## config.mk

```make
export PLATFORM = sky130hd
export DESIGN_NAME = wordAssembler
export DESIGN_NICKNAME = d
export VERILOG_FILES = /design/src/ats21Pkg.sv /design/src/wordAssembler.sv
export SDC_FILE = /design/constraint.sdc
export NUM_CORES = 1
export LEC_CHECK = 0
export BUFFER_PORTS_ARGS = -buffer_cell sky130_fd_sc_hd__buf_4
export CORE_AREA = 2 2 66 62
export DETAILED_ROUTE_END_ITERATION = 16
export DIE_AREA = 0 0 68 64
export GPL_TIMING_DRIVEN = 0
export PLACE_DENSITY = 0.82
export SYNTH_ARGS = -nofsm -noshare
export SYNTH_HDL_FRONTEND = slang
export SYNTH_SLANG_ARGS = --single-unit
```

## constraint.sdc

```tcl
create_clock -name clk_1x -period 2.1 [get_ports clk_1x]
set_clock_uncertainty 0.2 [all_clocks]
set_input_delay 0.21 -clock clk_1x [delete_from_list [all_inputs] [get_ports clk_1x]]
set_output_delay 0.21 -clock clk_1x [all_outputs]
set_load 0.01 [all_outputs]
```

## src/ats21Pkg.sv

```systemverilog
/*
  ATS21 shared definitions
  widths, opcodes, the 32-bit instruction layout and the
  command structs passed from stage to stage
*/
`default_nettype none

package ats21Pkg;

  //////////////////////////////
  // widths and defaults
  //////////////////////////////
  typedef logic [15:0] countT;     // software clock or alarm value
  typedef logic [3:0]  clockIdxT;  // clock number
  typedef logic [4:0]  alarmIdxT;  // alarm number
  typedef logic [1:0]  rateT;      // 0 every cycle, 1 every 2nd, 2 every 4th, 3 stopped

  localparam int defNumClocks = 16;
  localparam int defNumAlarms = 24;

  //////////////////////////////
  // encodings
  //////////////////////////////
  typedef enum logic [2:0] {
    opNop      = 3'b000,
    opSetClock = 3'b001,
    opEnClock  = 3'b010,
    opMode     = 3'b011,  // no longer served, answered with Nack
    opSetAlarm = 3'b101,
    opSetTimer = 3'b110,
    opEnAlarm  = 3'b111
  } opcodeT;              // 3'b100 left undefined

  typedef enum logic {
    Nack = 1'b0,
    Ack  = 1'b1
  } statusT;

  typedef enum logic [1:0] {
    akSetAlarm,           // absolute alarm
    akSetTimer,           // countdown, value relative to clock
    akEnable              // enable/disable only
  } alarmKindT;

  // instruction, upper half sent first
  typedef struct packed {
    opcodeT   opcode;     // [31:29]
    alarmIdxT target;     // [28:24] alarm no, clock no sits in [28:25]
    logic     flag;       // [23] repeat or enable
    rateT     rate;       // [22:21]
    logic     spare;      // [20]
    clockIdxT clock;      // [19:16] clock an alarm is bound to
    countT    value;      // [15:0] count, alarm time or interval
  } instrT;

  typedef struct packed {
    logic  valid;         // one-cycle pulse
    instrT instr;
  } cmdWordT;

  typedef struct packed {
    logic     valid;
    logic     isSet;      // set clock, else enable/disable
    clockIdxT clock;
    rateT     rate;
    countT    value;
    logic     enable;
  } clockCmdT;

  typedef struct packed {
    logic      valid;
    alarmKindT kind;
    alarmIdxT  alarm;
    clockIdxT  clock;
    logic      flag;      // repeat for set alarm, enable for akEnable
    countT     value;     // alarm time or interval
  } alarmCmdT;

endpackage

`default_nettype wire

```

## src/wordAssembler.sv

```systemverilog
/*
  Instruction word assembler
  joins the upper and lower 16-bit halves of one client's
  instruction and pulses a registered 32-bit word
*/
`default_nettype none

module wordAssembler import ats21Pkg::*; (
  input  wire logic        clk_1x,
  input  wire logic        reset,
  input  wire logic        req,
  input  wire logic [15:0] half,
  output cmdWordT          word
);

  typedef enum logic {
    waitUpper,
    waitLower
  } asmStateT;

  asmStateT    state;
  logic        upperOk;     // real upper half on the port
  logic [15:0] upperHalf;   // held until the lower half shows up
  logic        wordValid;
  instrT       wordInstr;

  // nop opcode or missing req means no instruction starts
  assign upperOk = req && (half[15:13] != 3'b000);

  always_ff @(posedge clk_1x or posedge reset) begin
    if (reset) begin
      state     <= waitUpper;
      wordValid <= 1'b0;
    end else begin
      wordValid <= 1'b0;                    // single-cycle pulse
      case (state)
        waitUpper: if (upperOk) state <= waitLower;
        waitLower: begin
          wordValid <= 1'b1;                // lower taken regardless of req
          state     <= waitUpper;
        end
        default: state <= waitUpper;
      endcase
    end
  end

  // payload path
  always_ff @(posedge clk_1x) begin
    if (state == waitUpper && upperOk) upperHalf <= half;
    if (state == waitLower) wordInstr <= {upperHalf, half};
  end

  assign word = '{valid: wordValid, instr: wordInstr};

endmodule

`default_nettype wire
```

==> flow_summary.json <==
{
  "worst_setup_path_end_kind": "flip-flop",
  "delay_of_the_slowest_cell_on_the_worst_path_ps": 690,
  "chipWidth_um": 68,
  "timing.critical_path.from_type": "flip-flop",
  "cts_tree": "yes",
  "slew_headroom_pct": 50.02,
  "clkLatencyLatePin_ps": 290,
  "timing.hold.ws_ps": 116.6,
  "postSynthRegisterBits": 50,
  "timing.critical_path.buf_inv": 1,
  "period_share_pct": 79.49,
  "clockBufferDepth": 2,
  "clock_tree.htree_level_count": 2,
  "drc": 0,
  "synth-warning-count": 0,
  "setup.worst_path.class": "reg -> reg",
  "floorplan.initialDensity_pct": 42.06,
  "required_ps": 1900,
  "maximum_number_of_pins_on_one_net_before_global_route_repair": 35,
  "wire_per_inst_um": 13.84,
  "mappedNetlistArea_mm2": 0.001525,
  "placement_rows": 21,
  "power.static_leakage_nw": 0.8613,
  "grt_antenna_before_repair": 0,
  "setup_viol_count_final": 0,
  "rsz_0062_raised_after_global_routing": "false",
  "seq_area_frac_synth_pct": 97.79,
  "fin_setup_tns_ps": 0,
  "first_pass_grt_wire_length_mm": 3.622,
  "overall_routing_resource_usage_pct": 12.06,
  "cts.reportedPaths.clkPinSlew_ps": 70,
  "diodes": 0,
  "run_status": "completed",
  "max_clock_freq_ghz": 0.5990,
  "syn_nets": 73,
  "areaGrowthSynthToFinish_pct": 46.51,
  "critPathSlowestCell": "sky130_fd_sc_hd__dfrtp_2",
  "crit_chain": "nor3b_4, buf_4",
  "finalWirelength_mm": 2.449,
  "crit_family": "flip-flops",
  "synthDistinctLibCells": 6,
  "core_region_area_mm2": 0.003626,
  "vias": 753,
  "final_layout_size_suffix_gt1_share_pct": 47.33,
  "maxCapViolations": 0,
  "post_synth_inst_count": 54,
  "peakVddDrop_mv": 0.3801,
  "detailedRoute.firstIterationViolations": 69,
  "root_buffer": "sky130_fd_sc_hd__clkbuf_8",
  "cts_resized": 0,
  "dr.pass1.iters": 4,
  "crit_path_max_fanout": 34,
  "routabilityCongestion": 0.6792,
  "grt_pass1_vias": 738,
  "worstHoldPathType": "in -> async",
  "synth_area_per_cell_um2": 28.24,
  "design.portCount": 52,
  "worst_ep_arrival_time_ps": 1470,
  "cts_made_buffers": 5,
  "timing.final.crit_period_ps": 1669,
  "report.final.hold_viol_count": 0,
  "fp.dieH_um": 64,
  "pwr_dens_mw_per_mm2": 826.4,
  "dieArea_mm2": 0.004352,
  "postRouteAntennaNets": 0,
  "place.port_buffers": 51,
  "final_max_slew_viol_count": 0,
  "grt.overflow.total": 0,
  "post_drt_via_cell_ratio": 4.254,
  "tightest_slew_ps": 749.6,
  "clock-sinks": 50,
  "fillCellCount": 276,
  "finish.net_count": 150
}
==> worst min-delay path, cell delays in order <==
cell and delay (ps):
sky130_fd_sc_hd__dlygate4sd3_1 530, sky130_fd_sc_hd__buf_4 130, sky130_fd_sc_hd__inv_1 70
==> placed cells by master (no fill, tap or decap) <==
master,synthesis,routed
sky130_fd_sc_hd__buf_4,1,54
sky130_fd_sc_hd__edfxtp_1,48,48
sky130_fd_sc_hd__dlygate4sd3_1,0,17
sky130_fd_sc_hd__clkbuf_8,0,5
sky130_fd_sc_hd__clkbuf_1,0,2
sky130_fd_sc_hd__nor3_2,1,1
sky130_fd_sc_hd__nor3b_4,0,1
sky130_fd_sc_hd__inv_1,1,1
sky130_fd_sc_hd__dfrtp_2,0,1
sky130_fd_sc_hd__dfrtp_1,2,1
==> metrics by stage <==
step | area, um2 | instances | power (mW) | setup slack (ps) | utilization, %
2_1_floorplan | 1531 | 54 | 1.250 | 89.40 | -
3_3_place_gp | 1972 | 151 | 1.341 | -266.3 | 54.38
3_5_place_dp | 1972 | 151 | 1.350 | -340.7 | 54.38
4_1_cts | 2233 | 177 | 1.868 | 87.72 | 61.59
5_1_grt | 2235 | 177 | 1.919 | 315.9 | 61.63
6_report | 2235 | 177 | 1.847 | 430.7 | 61.63
==> logic make-up (layout without fill, tap and decap cells) <==
group,Yosys count,count (layout),share of synthesized area [%]
buffers and inverters,2,79,0.7383
DFF,50,50,97.79
and+or+nand+nor,2,2,1.477
==> timing repair <==
action	CTS	global route
hold buffers	17	0
setup endpoints to repair	17	0
hold endpoints to repair	34	0
buffers inserted	2	0
==> where the power goes <==
group	leakage [nW]	internal [mW]	total (mW)	switching, mW
clock	0.0383	0.229	0.493	0.264
combinational	0.344	0.0928	0.152	0.0597
sequential	0.479	1.17	1.20	0.0345
total	0.861	1.49	1.85	0.358
==> layout make-up <==
| type | count | area, um2 | area share [%] |
|---|---|---|---|
| buffer | 1 | 7.507 | 0.3359 |
| multi-input combinational | 2 | 28.78 | 1.288 |
| timing repair buffer | 70 | 568.0 | 25.42 |
| tap | 46 | 57.56 | 2.576 |
| clock buffer | 7 | 76.32 | 3.415 |
| sequential | 50 | 1493 | 66.80 |
| inverter | 1 | 3.754 | 0.1680 |
==> Yosys cell counts (all sizes together) <==
cell / number / area share, %
dfrtp: 2 / 3.3
nor3: 1 / 0.66
nor3b: 1 / 0.82
buf: 1 / 0.49
inv: 1 / 0.25
edfxtp: 48 / 95
==> routing by layer <==
metal  vias up  part of all wire (%)  GRT usage (%)
met2        36                    50          20.02
met5         -                     0              0
met4         0                  0.73          5.250
met3         4                   7.8          3.873
li1        364                     -              -
met1       349                    41          14.13
==> registers in the layout, summed over array words and instances (netlist names) <==
| register | count |
|---|---|
| word | 32 |
| upperHalf | 16 |
| state | 1 |
| wordValid | 1 |
==> worst paths after layout <==
| path | to | slack, ps | cells after the start | start |
|---|---|---|---|---|
| worst max-delay path | upperHalf[1] | 430 | 2 | state |
| worst min-delay path | state | 120 | 3 | reset |
| worst max register to register | upperHalf[1] | 430 | 2 | state |
| worst min register to register | word[20] | 220 | 0 | upperHalf[4] |
| max in group asynchronous | state | 1470 | 3 | reset |
| min in group clk_1x | state | 180 | 3 | req |
Power figures use the tool's default switching activity.
