## config.mk

```make
export PLATFORM = sky130hd
export DESIGN_NAME = commandDecoder
export DESIGN_NICKNAME = d
export VERILOG_FILES = /design/src/ats21Pkg.sv /design/src/commandDecoder.sv
export SDC_FILE = /design/constraint.sdc
export NUM_CORES = 1
export LEC_CHECK = 0
export ABC_CLOCK_PERIOD_IN_PS = 2000
export BUFFER_PORTS_ARGS = -buffer_cell sky130_fd_sc_hd__buf_2
export CAP_MARGIN = 20
export CORE_ASPECT_RATIO = 0.5
export CORE_MARGIN = 1.5
export CORE_UTILIZATION = 35
export DETAILED_ROUTE_END_ITERATION = 8
export GPL_TIMING_DRIVEN = 0
export PLACE_DENSITY = 0.76
export SYNTH_ARGS = -nofsm -noshare
export SYNTH_HDL_FRONTEND = slang
export SYNTH_SLANG_ARGS = --single-unit
```

## constraint.sdc

```tcl
create_clock -name clk_1x -period 2 [get_ports clk_1x]
set_clock_uncertainty 0.1 [all_clocks]
set_input_delay 0.2 -clock clk_1x [delete_from_list [all_inputs] [get_ports clk_1x]]
set_output_delay 0.2 -clock clk_1x [all_outputs]
set_load 0.05 [all_outputs]
```

## src/ats21Pkg.sv

```systemverilog
/*
  ATS21 shared definitions
  widths, opcodes, the 32-bit instruction layout and the
  command structs passed from stage to stage
*/
`default_nettype none

package ats21Pkg;

  //////////////////////////////
  // widths and defaults
  //////////////////////////////
  typedef logic [15:0] countT;     // software clock or alarm value
  typedef logic [3:0]  clockIdxT;  // clock number
  typedef logic [4:0]  alarmIdxT;  // alarm number
  typedef logic [1:0]  rateT;      // 0 every cycle, 1 every 2nd, 2 every 4th, 3 stopped

  localparam int defNumClocks = 16;
  localparam int defNumAlarms = 24;

  //////////////////////////////
  // encodings
  //////////////////////////////
  typedef enum logic [2:0] {
    opNop      = 3'b000,
    opSetClock = 3'b001,
    opEnClock  = 3'b010,
    opMode     = 3'b011,  // no longer served, answered with Nack
    opSetAlarm = 3'b101,
    opSetTimer = 3'b110,
    opEnAlarm  = 3'b111
  } opcodeT;              // 3'b100 left undefined

  typedef enum logic {
    Nack = 1'b0,
    Ack  = 1'b1
  } statusT;

  typedef enum logic [1:0] {
    akSetAlarm,           // absolute alarm
    akSetTimer,           // countdown, value relative to clock
    akEnable              // enable/disable only
  } alarmKindT;

  // instruction, upper half sent first
  typedef struct packed {
    opcodeT   opcode;     // [31:29]
    alarmIdxT target;     // [28:24] alarm no, clock no sits in [28:25]
    logic     flag;       // [23] repeat or enable
    rateT     rate;       // [22:21]
    logic     spare;      // [20]
    clockIdxT clock;      // [19:16] clock an alarm is bound to
    countT    value;      // [15:0] count, alarm time or interval
  } instrT;

  typedef struct packed {
    logic  valid;         // one-cycle pulse
    instrT instr;
  } cmdWordT;

  typedef struct packed {
    logic     valid;
    logic     isSet;      // set clock, else enable/disable
    clockIdxT clock;
    rateT     rate;
    countT    value;
    logic     enable;
  } clockCmdT;

  typedef struct packed {
    logic      valid;
    alarmKindT kind;
    alarmIdxT  alarm;
    clockIdxT  clock;
    logic      flag;      // repeat for set alarm, enable for akEnable
    countT     value;     // alarm time or interval
  } alarmCmdT;

endpackage

`default_nettype wire

```

## src/commandDecoder.sv

```systemverilog
/*
  Command decoder
  classifies the words of both clients, refuses a pair that
  hits the same clock or alarm, and issues registered clock
  and alarm commands together with the Ack/Nack status
*/
`default_nettype none

module commandDecoder import ats21Pkg::*; #(
  parameter int numClocks = defNumClocks,
  parameter int numAlarms = defNumAlarms
) (
  input  wire logic    clk_1x,
  input  wire logic    reset,
  input  wire cmdWordT wordA,
  input  wire cmdWordT wordB,
  output logic [1:0]   stat,
  output clockCmdT     clockCmdA,
  output clockCmdT     clockCmdB,
  output alarmCmdT     alarmCmdA,
  output alarmCmdT     alarmCmdB
);

  //////////////////////////////
  // classification
  //////////////////////////////
  function automatic logic isClockOp(cmdWordT w);
    logic opOk;
    opOk = (w.instr.opcode == opSetClock) || (w.instr.opcode == opEnClock);
    return w.valid && opOk && (int'(w.instr.target[4:1]) < numClocks);
  endfunction

  function automatic logic isAlarmOp(cmdWordT w);
    logic isSet;
    logic clkOk;
    isSet = (w.instr.opcode == opSetAlarm) || (w.instr.opcode == opSetTimer);
    clkOk = !isSet || (int'(w.instr.clock) < numClocks);  // enable ignores clock field
    return w.valid && (isSet || w.instr.opcode == opEnAlarm) && clkOk
           && (int'(w.instr.target) < numAlarms);
  endfunction

  function automatic clockCmdT toClockCmd(cmdWordT w, logic issue);
    clockCmdT c;
    c.valid  = issue;
    c.isSet  = (w.instr.opcode == opSetClock);
    c.clock  = w.instr.target[4:1];   // clock no is top of target
    c.rate   = w.instr.rate;
    c.value  = w.instr.value;
    c.enable = w.instr.flag;
    return c;
  endfunction

  function automatic alarmCmdT toAlarmCmd(cmdWordT w, logic issue);
    alarmCmdT c;
    c.valid = issue;
    case (w.instr.opcode)
      opSetAlarm: c.kind = akSetAlarm;
      opSetTimer: c.kind = akSetTimer;
      default:    c.kind = akEnable;
    endcase
    c.alarm = w.instr.target;
    c.clock = w.instr.clock;
    c.flag  = w.instr.flag;
    c.value = w.instr.value;
    return c;
  endfunction

  logic   clkA, clkB, almA, almB;
  logic   conflict;       // both clients on one resource
  statusT statA, statB;

  assign clkA = isClockOp(wordA);
  assign clkB = isClockOp(wordB);
  assign almA = isAlarmOp(wordA);
  assign almB = isAlarmOp(wordB);

  assign conflict = (clkA && clkB && (wordA.instr.target[4:1] == wordB.instr.target[4:1]))
                 || (almA && almB && (wordA.instr.target == wordB.instr.target));

  //////////////////////////////
  // registered issue and status
  //////////////////////////////
  always_ff @(posedge clk_1x or posedge reset) begin
    if (reset) begin
      statA     <= Nack;
      statB     <= Nack;
      clockCmdA <= '0;
      clockCmdB <= '0;
      alarmCmdA <= '0;
      alarmCmdB <= '0;
    end else begin
      statA     <= ((clkA || almA) && !conflict) ? Ack : Nack;  // idle cycles read Nack
      statB     <= ((clkB || almB) && !conflict) ? Ack : Nack;
      clockCmdA <= toClockCmd(wordA, clkA && !conflict);
      clockCmdB <= toClockCmd(wordB, clkB && !conflict);
      alarmCmdA <= toAlarmCmd(wordA, almA && !conflict);
      alarmCmdB <= toAlarmCmd(wordB, almB && !conflict);
    end
  end

  assign stat = {statB, statA};   // bit 1 is B

  // alarm bank indexes its arrays with this field
  property alarmIdxInRange(alarmCmdT c);
    @(posedge clk_1x) disable iff (reset)
      c.valid |-> (int'(c.alarm) < numAlarms);
  endproperty

  aAlarmIdxA: assert property (alarmIdxInRange(alarmCmdA));
  aAlarmIdxB: assert property (alarmIdxInRange(alarmCmdB));

endmodule

`default_nettype wire

```

==> reports/metrics.csv <==
metric;value;unit
status;finished clean;
finalCritPeriodShare;88.5;%
fmax;565;MHz
path_clk_slew;50;ps
whs;41.3;ps
cts_tree;done;
synth-simple-area-share;4.05;%
yosys.area_share.xor_xnor;2.68;%
ys.flop_type;dfrtp_1;
synth-adder-area-share;0;%
pin_count;178;
core_area;6180;sq um
num_rows;20;
static-leakage-power;2.24;nW
synth-seq-cells;68;
crit_path_cell_trace;dlygate4sd3_1, buf_2, xor2_1, nor4_2, a21oi_1;
cp_max_fo;6;
total_power;0.00400;W
synthCells;146;
drc;0;
nets;462;
synth_compound_area_share;4.27;%
setup_viol;0;
synthTopCellsByArea;dfrtp_1, buf_4, xor2_1, a21oi_1, o32ai_4;
hp-class;in2reg;
grt_max_degree;37;
power.density;946;nW/um^2
synth_enable_flop_cells;0;
cts_resized;0;
critical_path.max_stage_delay;580;ps
synth_top_area_share;74.4;%
startpoint;wordA[27];
slew_violations;0;
worstPathArrival;1830;ps
netlist_area;2290;sq um
grt_pass1_vias;2072;
syn-num-nets;214;
grt_pass1_wl;10700;um
dpl.hpwl;4580;um
start_util;37.0;%
end_kind;flip-flop;
track_usage;20.7;%
muxShareOfSynthArea;0;%
grt.overflow.total;0;
n_fill_cell;441;
syn_area_per_cell;15.7;sq um
die_w;117;um
cts_buffer_depth;2;
wire_per_inst;15.0;um
tightest_slew;718;ps
cap_viol_max_count;0;
area_growth;84.7;%
drive_gt1_share;60.4;%
async_flop_share;100;%
setup_tns;0;ps
ys_seq_area_share;74.4;%
finalHoldViolCount;0;
die_h;60.2;um
whs_path_depth;3;
cts-root-buf;clkbuf_16;
crit_type;in2reg;
via_per_inst;4.10;
cts_made_buffers;9;
antenna_found_initial;0;
dieArea;7060;sq um
drt_iter0_drc;89;
htreeDepth;3;
start_kind;primary input;
synth_cell_type_count;19;
rsz0062_at_grt;no;
min_to;alarmCmdB[28]$_DFF_PP0_;
ant_nets;0;
synth_top_family_by_area;buffers and inverters;
vias;1999;
worst_ep_required_time;2060;ps
port_buffers;175;
cts_sinks;68;
place.gp.congestion;0.736;
hp-start;wordB[32];
yosys.area.top_type;dfrtp_1;
max-slew-margin-rel;52.1;%
instances_no_fill;487;
yosys_warnings;0;
antenna_cells;0;
cts_setup_buffers;0;
ir_worst_vdd;0.000583;V
min_period;1770;ps
placedCellCount;410;
dr.pass1.iters;4;
slowest_stage;nor4_2;
wl;7330;um
## how the worst max path moves through the flow
stage	end	slack, ps	depth (start not counted)
after CTS	statA$_DFF_PP0_	320	5
after global routing	statA$_DFF_PP0_	180	5
after global placement	alarmCmdA[10]$_DFF_PP0_	560	2
final	alarmCmdA[28]$_DFF_PP0_	230	5
after detailed placement	statA$_DFF_PP0_	580	4
after floorplan	clockCmdA[0]	810	1
## cells in the mapped netlist (all sizes together), types with 2 or more instances
master	n
xor2	6
a21oi	6
and3b	2
o21ai	2
buf	44
nor3b	2
nand2	6
dfrtp	68
## through the flow
stage	setup slack [ps]	instance area, sq um	util, %
after floorplan	814	2290	-
after global placement	560	3280	53.0
after detailed placement	580	3300	53.3
after CTS	316	4230	68.4
after global routing	177	4230	68.4
final	229	4230	68.4
## worst max-delay path: cells and delay by family
family	cells	cell delay, ps
xor+xnor	1	180
simple gates	1	580
buf+inv	2	690
compound gates	1	180
## power by group
group          internal (W)  leakage, nW  total, W  switching [W]
combinational      0.000279         1.27  0.000867       0.000588
clock               0.00112        0.159   0.00165       0.000531
sequential          0.00145        0.806   0.00148      0.0000328
## registers in the layout, summed over array words and instances (netlist names)
name	count
alarmCmdB	26
clockCmdA	4
statB	1
clockCmdB	7
statA	1
alarmCmdA	29
## cell families (layout without fill, tap and decap cells)
kind of cell / Yosys count / after routing
AOI/OAI and AO/OA: 12 / 12
xor gates and xnor gates: 7 / 7
buffers and inverters: 45 / 298
DFF: 68 / 68
and+or+nand+nor: 14 / 14
## cell type report
| cell class | count | area (sq um) | area share, % |
|---|---|---|---|
| buffer | 44 | 330 | 7.82 |
| clock buffer | 11 | 243 | 5.74 |
| clock inverter | 5 | 75.1 | 1.78 |
| inverter | 1 | 7.51 | 0.178 |
| multi-input combinational | 33 | 251 | 5.95 |
| sequential | 68 | 1700 | 40.3 |
| tap | 88 | 110 | 2.61 |
| timing repair buffer | 237 | 1510 | 35.7 |
## repair_timing
item	CTS	global route
hold buffers	61	0
hold endpoints to repair	92	0
setup endpoints to repair	0	0
## layer usage
metal,up-vias,wire [um],GRT usage [%]
met4,0,291,12.7
met5,-,0,0
met1,991,2430,19.5
met3,26,252,6.39
li1,925,-,-
met2,57,4350,41.1
## placed cells by master, fill, tap and decap left out, drive strengths merged
master,instances
nor2b,1
o21ai,2
xnor2,1
o32ai,1
dlygate4sd3,61
xor2,6
nor3b,2
nor4,1
nand3b,1
a21oi,6
dfrtp,68
bufinv,2
clkinvlp,1
and3b,2
clkinv,3
o2111ai,1
nand2,6
clkbuf,11
a21o,1
nand2b,1
a22oi,1
buf,220
Note: power is estimated with default switching activity, not from simulation.
